<file path="config.mk">
export PLATFORM = sky130hd
export DESIGN_NAME = rtc_write_port
export DESIGN_NICKNAME = d
export VERILOG_FILES = /design/src/logic/rtc_bus_pkg.sv /design/src/logic/rtc_map_pkg.sv /design/src/logic/rtc_write_seq.sv /design/src/logic/rtc_bus_cycle.sv /design/src/logic/rtc_write_port.sv
export SDC_FILE = /design/constraint.sdc
export NUM_CORES = 1
export LEC_CHECK = 0
export BUFFER_PORTS_ARGS = -buffer_cell sky130_fd_sc_hd__buf_4
export CAP_MARGIN = 20
export CORE_MARGIN = 4
export CORE_UTILIZATION = 25
export DETAILED_ROUTE_END_ITERATION = 8
export GPL_TIMING_DRIVEN = 0
export PLACE_DENSITY = 0.52
export SYNTH_ARGS = -nofsm -noshare
export SYNTH_HDL_FRONTEND = slang
export SYNTH_HIERARCHICAL = 1
export SYNTH_SLANG_ARGS = --single-unit
</file>
<file path="constraint.sdc">
create_clock -name clk -period 3.3 [get_ports clk]
set_clock_uncertainty 0.05 [all_clocks]
set_input_delay 0.165 -clock clk [delete_from_list [all_inputs] [get_ports clk]]
set_output_delay 0.165 -clock clk [all_outputs]
set_load 0.005 [all_outputs]
</file>
<file path="src/logic/rtc_bus_pkg.sv">
package rtc_bus_pkg;

  ///////////////////////////////
  // Host side request
  ///////////////////////////////

  // One bus write; write is a level, held while the request stands
  typedef struct packed {
    logic [7:0] addr;
    logic [7:0] data;
    logic       write;
  } rtc_req_t;

  ///////////////////////////////
  // Chip side pins
  ///////////////////////////////

  // Multiplexed address/data bus, strobes active low except ale
  typedef struct packed {
    logic [7:0] ad;
    logic       ale;
    logic       cs_n;
    logic       wr_n;
    logic       rd_n;
  } rtc_pins_t;

  // Bus parked: chip deselected, no strobes, ad driven low
  localparam rtc_pins_t RTC_PINS_IDLE = '{
    ad:   8'h00,
    ale:  1'b0,
    cs_n: 1'b1,
    wr_n: 1'b1,
    rd_n: 1'b1
  };

endpackage

</file>
<file path="src/logic/rtc_map_pkg.sv">
package rtc_map_pkg;

  ///////////////////////////////
  // Timekeeping registers
  ///////////////////////////////

  localparam logic [7:0] RTC_REG_SECONDS = 8'h21;
  localparam logic [7:0] RTC_REG_MINUTES = 8'h22;
  localparam logic [7:0] RTC_REG_HOURS   = 8'h23;
  localparam logic [7:0] RTC_REG_DATE    = 8'h24;
  localparam logic [7:0] RTC_REG_MONTH   = 8'h25;
  localparam logic [7:0] RTC_REG_YEAR    = 8'h26;

  ///////////////////////////////
  // Transfer command
  ///////////////////////////////

  // Writing F0 to F0 copies the user registers into the
  // running time counters, so every update ends with it
  localparam logic [7:0] RTC_XFER_ADDR = 8'hf0;
  localparam logic [7:0] RTC_XFER_DATA = 8'hf0;

endpackage

</file>
<file path="src/logic/rtc_write_seq.sv">
`timescale 1ns/100ps

module rtc_write_seq (
  input  logic                  clk,
  input  logic                  reset,
  input  logic                  start,
  input  logic [7:0]            addr,
  input  logic [7:0]            data,
  input  logic                  cycle_done,
  output rtc_bus_pkg::rtc_req_t req,
  output logic                  busy,
  output logic                  finished
);

  import rtc_map_pkg::*;

  typedef enum logic [1:0] {
    S_IDLE   = 2'b00,
    S_WRITE  = 2'b01,
    S_XFER   = 2'b10,
    S_FINISH = 2'b11
  } state_t;

  state_t state;
  state_t next_state;

  ///////////////////////////////
  // Next state
  ///////////////////////////////

  always_comb begin
    next_state = state;
    case (state)
      S_IDLE: begin
        // Outputs lag by a clock, so busy is still low here
        if (start) begin
          next_state = S_WRITE;
        end
      end
      S_WRITE: begin
        if (cycle_done) begin
          next_state = S_XFER;
        end
      end
      S_XFER: begin
        if (cycle_done) begin
          next_state = S_FINISH;
        end
      end
      S_FINISH: begin
        next_state = S_IDLE;
      end
      default: begin
        next_state = S_IDLE;
      end
    endcase
  end

  ///////////////////////////////
  // State and registered outputs
  ///////////////////////////////

  always_ff @(posedge clk) begin
    if (reset) begin
      state    <= S_IDLE;
      req      <= '0;
      busy     <= 1'b0;
      finished <= 1'b0;
    end else begin
      state <= next_state;
      case (state)
        S_WRITE: begin
          // Host write, addr/data resampled each clock
          req.addr  <= addr;
          req.data  <= data;
          req.write <= 1'b1;
          busy      <= 1'b1;
          finished  <= 1'b0;
        end
        S_XFER: begin
          req.addr  <= RTC_XFER_ADDR;
          req.data  <= RTC_XFER_DATA;
          req.write <= 1'b1;
          busy      <= 1'b1;
          finished  <= 1'b0;
        end
        S_FINISH: begin
          req      <= '0;
          busy     <= 1'b0;
          finished <= 1'b1;
        end
        default: begin
          req      <= '0;
          busy     <= 1'b0;
          finished <= 1'b0;
        end
      endcase
    end
  end

endmodule

</file>
<file path="src/logic/rtc_bus_cycle.sv">
`timescale 1ns/100ps

module rtc_bus_cycle #(
  parameter int PHASE_CYCLES = 4
) (
  input  logic                   clk,
  input  logic                   reset,
  input  rtc_bus_pkg::rtc_req_t  req,
  output logic                   cycle_done,
  output rtc_bus_pkg::rtc_pins_t pins
);

  import rtc_bus_pkg::*;

  // Counter also spans the two turnaround clocks
  localparam int CNT_W = $clog2(PHASE_CYCLES + 2);

  localparam logic [CNT_W-1:0] PHASE_LAST = CNT_W'(PHASE_CYCLES - 1);
  localparam logic [CNT_W-1:0] TURN_LAST  = CNT_W'(1);

  typedef enum logic [2:0] {
    P_IDLE  = 3'd0,
    P_ALE   = 3'd1,
    P_WRITE = 3'd2,
    P_HOLD  = 3'd3,
    P_TURN  = 3'd4
  } phase_t;

  phase_t           phase;
  logic [CNT_W-1:0] cnt;
  logic [7:0]       addr_q;
  logic [7:0]       data_q;
  logic             phase_end;

  assign phase_end = (cnt == PHASE_LAST);

  ///////////////////////////////
  // Phase sequencing
  ///////////////////////////////

  always_ff @(posedge clk) begin
    if (reset) begin
      phase <= P_IDLE;
      cnt   <= '0;
    end else begin
      case (phase)
        P_IDLE: begin
          cnt <= '0;
          if (req.write) begin
            phase <= P_ALE;
          end
        end
        P_ALE, P_WRITE, P_HOLD: begin
          if (phase_end) begin
            cnt   <= '0;
            phase <= phase_t'(phase + 3'd1);
          end else begin
            cnt <= cnt + 1'b1;
          end
        end
        P_TURN: begin
          // req is still the old one here, ignore it
          if (cnt == TURN_LAST) begin
            cnt   <= '0;
            phase <= P_IDLE;
          end else begin
            cnt <= cnt + 1'b1;
          end
        end
        default: begin
          cnt   <= '0;
          phase <= P_IDLE;
        end
      endcase
    end
  end

  // Address and data captured when a cycle starts
  always_ff @(posedge clk) begin
    if (phase == P_IDLE && req.write) begin
      addr_q <= req.addr;
      data_q <= req.data;
    end
  end

  ///////////////////////////////
  // Pin waveform
  ///////////////////////////////

  always_comb begin
    pins = RTC_PINS_IDLE;
    case (phase)
      P_ALE: begin
        pins.cs_n = 1'b0;
        pins.ale  = 1'b1;
        pins.ad   = addr_q;
      end
      P_WRITE: begin
        pins.cs_n = 1'b0;
        pins.wr_n = 1'b0;
        pins.ad   = data_q;
      end
      P_HOLD: begin
        pins.cs_n = 1'b0;
        pins.ad   = data_q;
      end
      default: begin
        pins = RTC_PINS_IDLE;
      end
    endcase
  end

  assign cycle_done = (phase == P_HOLD) && phase_end;

endmodule

</file>
<file path="src/logic/rtc_write_port.sv">
`timescale 1ns/100ps

module rtc_write_port #(
  parameter int PHASE_CYCLES = 4
) (
  input  logic                   clk,
  input  logic                   reset,
  input  logic                   start,
  input  logic [7:0]             addr,
  input  logic [7:0]             data,
  output logic                   busy,
  output logic                   finished,
  output rtc_bus_pkg::rtc_pins_t pins
);

  import rtc_bus_pkg::*;

  rtc_req_t req;
  logic     cycle_done;

  // Write then transfer command, one request at a time
  rtc_write_seq rtc_write_seq_inst (
    .clk        (clk),
    .reset      (reset),
    .start      (start),
    .addr       (addr),
    .data       (data),
    .cycle_done (cycle_done),
    .req        (req),
    .busy       (busy),
    .finished   (finished)
  );

  rtc_bus_cycle #(
    .PHASE_CYCLES (PHASE_CYCLES)
  ) rtc_bus_cycle_inst (
    .clk        (clk),
    .reset      (reset),
    .req        (req),
    .cycle_done (cycle_done),
    .pins       (pins)
  );

endmodule

</file>
# Yosys cells after proc, flatten, opt, wreduce, memory -nomap -nowiden
# Index checks and enable logic that the tools add are counted.
dict set report totals {
  in_bits 19
  out_inout_bits 14
  ff_bits 43
}
dict set report op_classes {
  eq_ne 15
  muxes 18
  reduce_logical 9
  n_addsub 2
}
# operator n
set op_table {}
lappend op_table {{$pmux 17 s2} 1}
lappend op_table {{$pmux 8 s2} 1}
lappend op_table {{$mux 3} 5}
lappend op_table {{$eq 3x2->1 const B} 3}
lappend op_table {{$pmux 3 s3} 1}
lappend op_table {{$ne 2x2->1 const B} 4}
lappend op_table {{$pmux 2 s4} 1}
lappend op_table {{$add 3x1->3 const B} 2}
lappend op_table {{$eq 3x1->1 const B} 2}
lappend op_table {{$mux 2} 3}
lappend op_table {{$pmux 3 s2} 1}
lappend op_table {{$reduce_and 3->1} 2}
lappend op_table {{$mux 1} 5}
lappend op_table {{$eq 2x2->1 const B} 2}
lappend op_table {{$ne 2x1->1 const B} 2}
lappend op_table {{$reduce_or 2->1} 2}
lappend op_table {{$eq 3x3->1 const B} 1}
lappend op_table {{$logic_not 3->1} 1}
lappend op_table {{$reduce_or 3->1} 1}
lappend op_table {{$eq 2x1->1 const B} 1}
lappend op_table {{$logic_and 1x1->1} 2}
lappend op_table {{$logic_not 2->1} 1}

# Logic depth before layout (Yosys ltp)
# Gate-level depths: netlist (run 1).
dict set report depth {
  depth_word 4
  ltp_mapped 7
  ltp_nobuf 7
}

# By module
# The synthesis (run 1) kept the hierarchy.
# mod n_inst cells_per_inst area_each_um2
set by_module_without_submodules {}
lappend by_module_without_submodules {rtc_bus_cycle 1 88 1077.3}
lappend by_module_without_submodules {rtc_write_seq 1 57 706.9}

# Worst setup path before layout (run 1)
# No wires, ideal clock.
dict set report synth_path {
  path_kind {register to register}
  startpoint {register rtc_bus_cycle_inst.phase[0]}
  endpoint {register rtc_bus_cycle_inst.addr_q[0], enable pin}
  setup_slack_ns 1.709
  path_buffers 0
  stages_incl_launch_ff 4
  t_arrival_ns 1.167
  t_required_ns 2.876
  cell_sequence {dfxtp_1 -> inv_1 -> ha_1 -> and3_1}
}
dict set report synth_between {
  elab_chain_len 2
}
# element line_no
set synth_lines {}
lappend synth_lines {{from (decl)} rtc_bus_cycle.sv:29} ;# phase_t phase;
lappend synth_lines {{from (signal assigned)} rtc_bus_cycle.sv:56} ;# phase <= phase_t'(phase + 3'd1);
lappend synth_lines {{$logic_not 3->1} rtc_bus_cycle.sv:80} ;# if (phase == P_IDLE && req.write) begin
lappend synth_lines {{$logic_and 1x1->1} rtc_bus_cycle.sv:80}
lappend synth_lines {{to (signal assigned)} rtc_bus_cycle.sv:81} ;# addr_q <= req.addr;
lappend synth_lines {{to (decl)} rtc_bus_cycle.sv:31} ;# logic [7:0] addr_q;
# No other way between the ends.
# A chain may end at the register's enable or synchronous reset.

==> flow_summary.json, run 1 <==
{
  "dieArea_mm2": 0.008553,
  "drt_first_pass_iters": 4,
  "grt_first_pass_wirelength_um": 5306,
  "endpoint": "pins[10]",
  "critPathKind": "flip-flop to primary output",
  "startpoint": "rtc_bus_cycle_inst/phase[2]$_SDFFE_PP0P_",
  "grt_max_degree": 17,
  "finalSetupTns_ns": 0,
  "clock_path_buffers": 2,
  "synthesis.area_mm2": 0.001784,
  "crit_chain": "inv_2, ha_1, nand2b_1, buf_2, a22o_1, buf_4",
  "power_frac_comb_pct": 30.4,
  "first_global_vias": 1133,
  "hp-class": "input pin to flip-flop",
  "start_util_pct": 25.97,
  "crit_arrival_ns": 1.79,
  "ys.flop_type": "dfxtp_1",
  "met2WireLength_um": 1449,
  "topRoutingLayerUsed": "met4",
  "fp.dieH_um": 92.48,
  "powerDensity_mw_per_mm2": 650.1,
  "seq_area_mm2": 0.001001,
  "placed_cells": 272,
  "ys_warn_count": 6,
  "clock_power_share_pct": 21.5,
  "drv_slew": 0,
  "port_buffers": 31,
  "grtUsageTotal_pct": 7.992,
  "ios": 33,
  "cts_setup_buffers": 0,
  "maxSlewHeadroom_pct": 53.03,
  "multi_input_area_um2": 705.7,
  "drv_cap": 0,
  "max_freq_mhz": 499.7,
  "die_x_um": 92.48,
  "reg2regPathDepth": 3,
  "clockRootBuffer": "clkbuf_8",
  "setup_violations": 0,
  "fin_crit_ns": 2.001,
  "crit_required_ns": 3.08,
  "hold_viol": 0,
  "status": "complete, no violations",
  "p_sw_uw": 434.8,
  "ant_nets": 0,
  "clk_latency_ns": 0.29,
  "tritoncts": "yes",
  "cp-start-kind": "flip-flop",
  "postSynthCellCount": 145,
  "drt_iter0_markers": 31,
  "leakage_uw": 0.0009356,
  "reg2reg_slack_ns": 1.47,
  "p_int_uw": 1011,
  "swShare_pct": 30.08,
  "antenna_found_initial": 0,
  "synthDistinctLibCells": 37,
  "tightest_slew_ns": 0.7046,
  "final.period_utilization_pct": 60.65,
  "rr_startpoint": "rtc_bus_cycle_inst/phase[0]$_SDFFE_PP0P_",
  "synth_edf_count": 16,
  "ir_drop_mv": 0.3215,
  "drive_gt1_share_pct": 28.80,
  "nNetsFinal": 217,
  "wl_per_cell_um": 11.06,
  "drc_errors": 0,
  "cts.repair.resized": 0,
  "diodes": 0,
  "area_delta_synth_final_pct": 24.61,
  "met1Wirelength_um": 1467,
  "synth-async-reset-ratio_pct": 0,
  "grt_overflow": 0,
  "avgSynthCellArea_um2": 12.30,
  "reg2reg_to": "rtc_bus_cycle_inst/data_q[6]$_DFFE_PP_",
  "std_cell_rows": 30,
  "cts.clk_slew.worst_paths_ns": 0.07,
  "ctsHoldBuffers": 0,
  "path_max_fanout": 8,
  "critical-path-max-stage-delay_ns": 0.46,
  "rsz0062_at_grt": "no",
  "syn-num-nets": 179,
  "h-tree-depth": 2,
  "num_vias": 1125,
  "cp_slowest_cell": "dfxtp_1",
  "ys_seq_area_share_pct": 56.10,
  "hpwl_um": 2378,
  "seqPwrFrac_pct": 48.1,
  "fillers": 706,
  "drt_wl_total_um": 3097,
  "clock_sinks": 42,
  "met3_length_um": 157,
  "core_mm2": 0.006869,
  "cp-end-kind": "primary output",
  "routabilityCongestion": 0.7477,
  "vias_per_cell": 4.018,
  "fin_util_pct": 32.37,
  "instances_no_fill": 280,
  "synth-seq-cells": 42,
  "numCtsBuffers": 5
}
[cell type report]
cell class,count,area share [%]
Buffer,5,1.632
Clock buffer,6,3.264
Clock inverter,2,0.6190
Inverter,11,1.857
Multi-Input combinational cell,87,31.74
Sequential cell,42,45.02
Tap cell,96,5.402
Timing Repair Buffer,31,10.47
[Yosys cell counts (2+ instances only)]
library cell   n  area [um^2]
a22o_1         8        70.07
nor2b_1        3        18.77
and3_1         9        56.30
o21ai_2        2        17.52
nor3_1         2        10.01
and2b_1        2        15.01
nand3_1        2        10.01
o21bai_1       2        15.01
inv_1         10        37.54
buf_2          2        10.01
edfxtp_1      16        480.5
o21a_1         9        67.56
nand2b_1       5        31.28
ha_1          15        187.7
nor2_4         2        22.52
buf_4          2        15.01
a21oi_1        2        10.01
nor2_1         6        22.52
dfxtp_1       26        520.5
nand2_1        3        11.26
[per-stage QoR]
step	setup slack (ns)	instance area [um^2]	total power, uW	hold WS [ns]
6_report	1.299	2223	1445	0.02399
5_1_grt	1.155	2223	1563	0.01224
4_1_cts	1.260	2223	1480	0.01547
3_5_place_dp	1.449	2137	1161	0.3154
3_3_place_gp	1.445	2137	1158	0.3123
2_1_floorplan	1.709	1784	1016	0.1812
[power groups by stage]
stage               combinational [uW]  clock (uW)  sequential (uW)
floorplan                          316           0              700
detailed placement                 452           0              709
CTS                                453         330              697
finish                             439         310              696
global route                       497         358              708
global placement                   452           0              707
[registers in the layout, summed over array words and instances (netlist names)]
signal                       cells
rtc_bus_cycle_inst/cnt           3
rtc_bus_cycle_inst/phase         3
rtc_write_seq_inst/state         2
rtc_bus_cycle_inst/addr_q        8
rtc_write_seq_inst/req          17
rtc_write_seq_inst/finished      1
rtc_bus_cycle_inst/data_q        8
[cells in the final DEF, fill, tap and decap left out, types with 2 or more instances in the layout]
| master | count |
|---|---|
| edfxtp_1 | 16 |
| buf_2 | 2 |
| a22o_1 | 8 |
| nor2b_1 | 3 |
| nor2_4 | 2 |
| and2b_1 | 2 |
| nand2_1 | 3 |
| a21oi_1 | 2 |
| o21ai_2 | 2 |
| dfxtp_1 | 26 |
| nand3_1 | 2 |
| o21bai_1 | 2 |
| nor3_1 | 2 |
| clkbuf_8 | 5 |
| nor2_1 | 6 |
| nand2b_1 | 5 |
| o21a_1 | 9 |
| inv_1 | 10 |
| and3_1 | 9 |
| buf_4 | 33 |
| ha_1 | 15 |
[cell families after synthesis]
group | count (synthesis) | share of synthesized area [%]
flops | 42 | 56.10
simple gates | 39 | 13.46
compound gates | 30 | 13.96
buf+inv | 16 | 4.348
fa+ha+maj | 15 | 10.52
mux | 2 | 1.402
other cells | 1 | 0.2102
[layer usage]
layer | up-vias | global-route usage [%]
li1 | 585 | -
met1 | 514 | 9.541
met2 | 24 | 12.93
met3 | 2 | 3.412
met4 | 0 | 2.599
met5 | - | 0
[worst max-delay path: cells and delay by family (launching register included)]
family	cells	cell delay, ns
AO/OA/AOI/OAI	1	0.20
buffers and inverters	3	0.41
adder cells (fa/ha/maj)	1	0.28
AND/OR/NAND/NOR	1	0.15
flip-flops	1	0.46
[how the worst min path moves through the flow]
stage,startpoint,end,slack [ns],cells past startpoint
detailed placement,addr[4],rtc_write_seq_inst/req[13]$_SDFF_PP0_,0.32,2
finish,addr[5],rtc_write_seq_inst/req[14]$_SDFF_PP0_,0.02,2
floorplan,reset,rtc_write_seq_inst/state[0]$_SDFFE_PP0P_,0.18,1
global route,addr[5],rtc_write_seq_inst/req[14]$_SDFF_PP0_,0.01,2
CTS,addr[5],rtc_write_seq_inst/req[14]$_SDFF_PP0_,0.02,2
global placement,addr[5],rtc_write_seq_inst/req[14]$_SDFF_PP0_,0.31,2
Note: power is estimated with default switching activity, not from simulation.
==> run 2: changes to the inputs <==
==> constraint.sdc (replaced) <==
create_clock -name clk -period 2 [get_ports clk]
set_clock_uncertainty 0.05 [all_clocks]
set_input_delay 0.1 -clock clk [delete_from_list [all_inputs] [get_ports clk]]
set_output_delay 0.1 -clock clk [all_outputs]
set_load 0.005 [all_outputs]
==> run 2 against run 1 <==
Clock power increased by 66%. Die area unchanged. Core utilization rose by 2.3 points. Cell area up 7.3%. Combinational power grew 71%. Cell count is 5.7% higher. Via count rose by 4.8%. Worst hold slack lost 0.013 ns. Largest cell class unchanged. Highest routed layer unchanged.
==> flow_summary.json, run 2 (synthesis results as in run 1) <==
{
  "seqPwrFrac_pct": 47.6,
  "clock_power_share_pct": 21.3,
  "grt_overflow": 0,
  "numCtsBuffers": 5,
  "drt_wl_total_um": 3252,
  "die_x_um": 92.48,
  "fp.dieH_um": 92.48,
  "rsz0062_at_grt": "no",
  "met2WireLength_um": 1581,
  "clockRootBuffer": "clkbuf_8",
  "drt_first_pass_iters": 4,
  "p_int_uw": 1688,
  "leakage_uw": 0.001003,
  "place_ws_ns": 0.1492,
  "area_delta_synth_final_pct": 33.66,
  "topRoutingLayerUsed": "met4",
  "final.period_utilization_pct": 94.07,
  "critPathTopFamily": "adder cells",
  "setup_violations": 0,
  "num_vias": 1179,
  "reg_top3": "rtc_write_seq_inst/req (17), rtc_bus_cycle_inst/addr_q (8), rtc_bus_cycle_inst/data_q (8)",
  "crit_chain": "ha_1, ha_1, nand2b_1, buf_2, a22o_1, buf_4",
  "met1Wirelength_um": 1500,
  "swShare_pct": 30.07,
  "ant_nets": 0,
  "clk_latency_ns": 0.29,
  "hp-class": "input pin to flip-flop",
  "largest_reg_flops": 17,
  "mostFrequentLayoutCells": "buf_4 (33), dfxtp_1 (25), dlygate4sd3_1 (16), edfxtp_1 (16), ha_1 (15)",
  "clock_sinks": 42,
  "h-tree-depth": 2,
  "drive_gt1_share_pct": 27.00,
  "crit_required_ns": 1.85,
  "ir_drop_mv": 0.5338,
  "critical-path-max-stage-delay_ns": 0.34,
  "diodes": 0,
  "std_cell_rows": 30,
  "drv_cap": 0,
  "drv_slew": 0,
  "wl_per_cell_um": 10.99,
  "p_total_uw": 2413,
  "max_freq_mhz": 531.5,
  "nNetsFinal": 233,
  "finalSetupTns_ns": 0,
  "routabilityCongestion": 0.7477,
  "grtUsageTotal_pct": 8.386,
  "maxSlewHeadroom_pct": 52.97,
  "power_frac_comb_pct": 31.1,
  "dieArea_mm2": 0.008553,
  "clock_path_buffers": 2,
  "status": "complete, no violations",
  "instances_no_fill": 296,
  "powerDensity_mw_per_mm2": 1012,
  "met3_length_um": 147,
  "start_util_pct": 25.97,
  "critPathKind": "flip-flop to primary output",
  "final.setup.worst_slack_ns": 0.1186,
  "ios": 33,
  "placed_cells": 272,
  "drc_errors": 0,
  "hpwl_um": 2378,
  "cp-end-kind": "primary output",
  "p_sw_uw": 725.5,
  "final_common_cell": "buf_4",
  "largest_register": "rtc_write_seq_inst/req",
  "grt_max_degree": 17,
  "drt_iter0_markers": 34,
  "antenna_found_initial": 0,
  "vias_per_cell": 3.983,
  "fillers": 690,
  "port_buffers": 31,
  "fin_crit_ns": 1.881,
  "cts_setup_buffers": 0,
  "first_global_vias": 1215,
  "worst_path_most_repeated_cell": "ha_1",
  "path_max_fanout": 8,
  "tritoncts": "yes",
  "tightest_slew_ns": 0.7054,
  "path_buf_inv": 2,
  "cp-start-kind": "flip-flop",
  "crit_arrival_ns": 1.73,
  "grt_first_pass_wirelength_um": 5589,
  "core_mm2": 0.006869,
  "hold_viol": 0,
  "cp_slowest_cell": "dfxtp_1",
  "cts.clk_slew.worst_paths_ns": 0.08
}
## run 2: final timing paths
path / start / to / slack [ns] / cells past startpoint
worst max register to register: rtc_bus_cycle_inst/phase[0]$_SDFFE_PP0P_ / rtc_bus_cycle_inst/data_q[7]$_DFFE_PP_ / 0.16 / 3
worst min-delay path: reset / rtc_write_seq_inst/state[0]$_SDFFE_PP0P_ / 0.01 / 2
worst max-delay path: rtc_bus_cycle_inst/phase[0]$_SDFFE_PP0P_ / pins[10] / 0.12 / 6
worst min register to register: rtc_write_seq_inst/req[3]$_SDFF_PP0_ / rtc_bus_cycle_inst/data_q[2]$_DFFE_PP_ / 0.36 / 0
## run 2: routing by layer
layer  vias up  global-route usage (%)
li1        617                       -
met1       536                   9.692
met2        24                   14.14
met3         2                   3.412
met4         0                   2.599
met5         -                       0
## run 2: power groups by stage
stage | clock, uW | sequential (uW) | combinational (uW)
2_1_floorplan | 0 | 1150 | 522
3_3_place_gp | 0 | 1170 | 745
3_5_place_dp | 0 | 1170 | 746
4_1_cts | 544 | 1150 | 772
5_1_grt | 591 | 1170 | 847
6_report | 515 | 1150 | 751
## run 2: timing repair
action / in CTS / in global routing
resized for setup: 0 / 1
hold buffers: 16 / 0
endpoints found under the hold margin: 16 / 0
endpoints found under the setup margin: 0 / 8
## run 2: stage by stage
| step | util, % | instance area, um^2 | hold WS [ns] |
|---|---|---|---|
| final | 34.72 | 2385 | 0.01118 |
| after floorplan | - | 1784 | 0.1162 |
| after global placement | 31.11 | 2137 | 0.2473 |
| after global routing | 34.72 | 2385 | 0.02474 |
| after CTS | 34.70 | 2384 | 0.001111 |
| after detailed placement | 31.11 | 2137 | 0.2504 |
## run 2: area by class of cell
type / count / area [um^2] / share of cell area, %
clock buffers: 6 / 72.57 / 3.043
plain buffers: 5 / 36.28 / 1.522
multi-input cells: 87 / 705.7 / 29.59
inverters: 11 / 41.29 / 1.731
repair buffers: 47 / 392.9 / 16.47
well taps: 96 / 120.1 / 5.037
flip-flops and latches: 42 / 1002 / 42.03
clock inverters: 2 / 13.76 / 0.5771
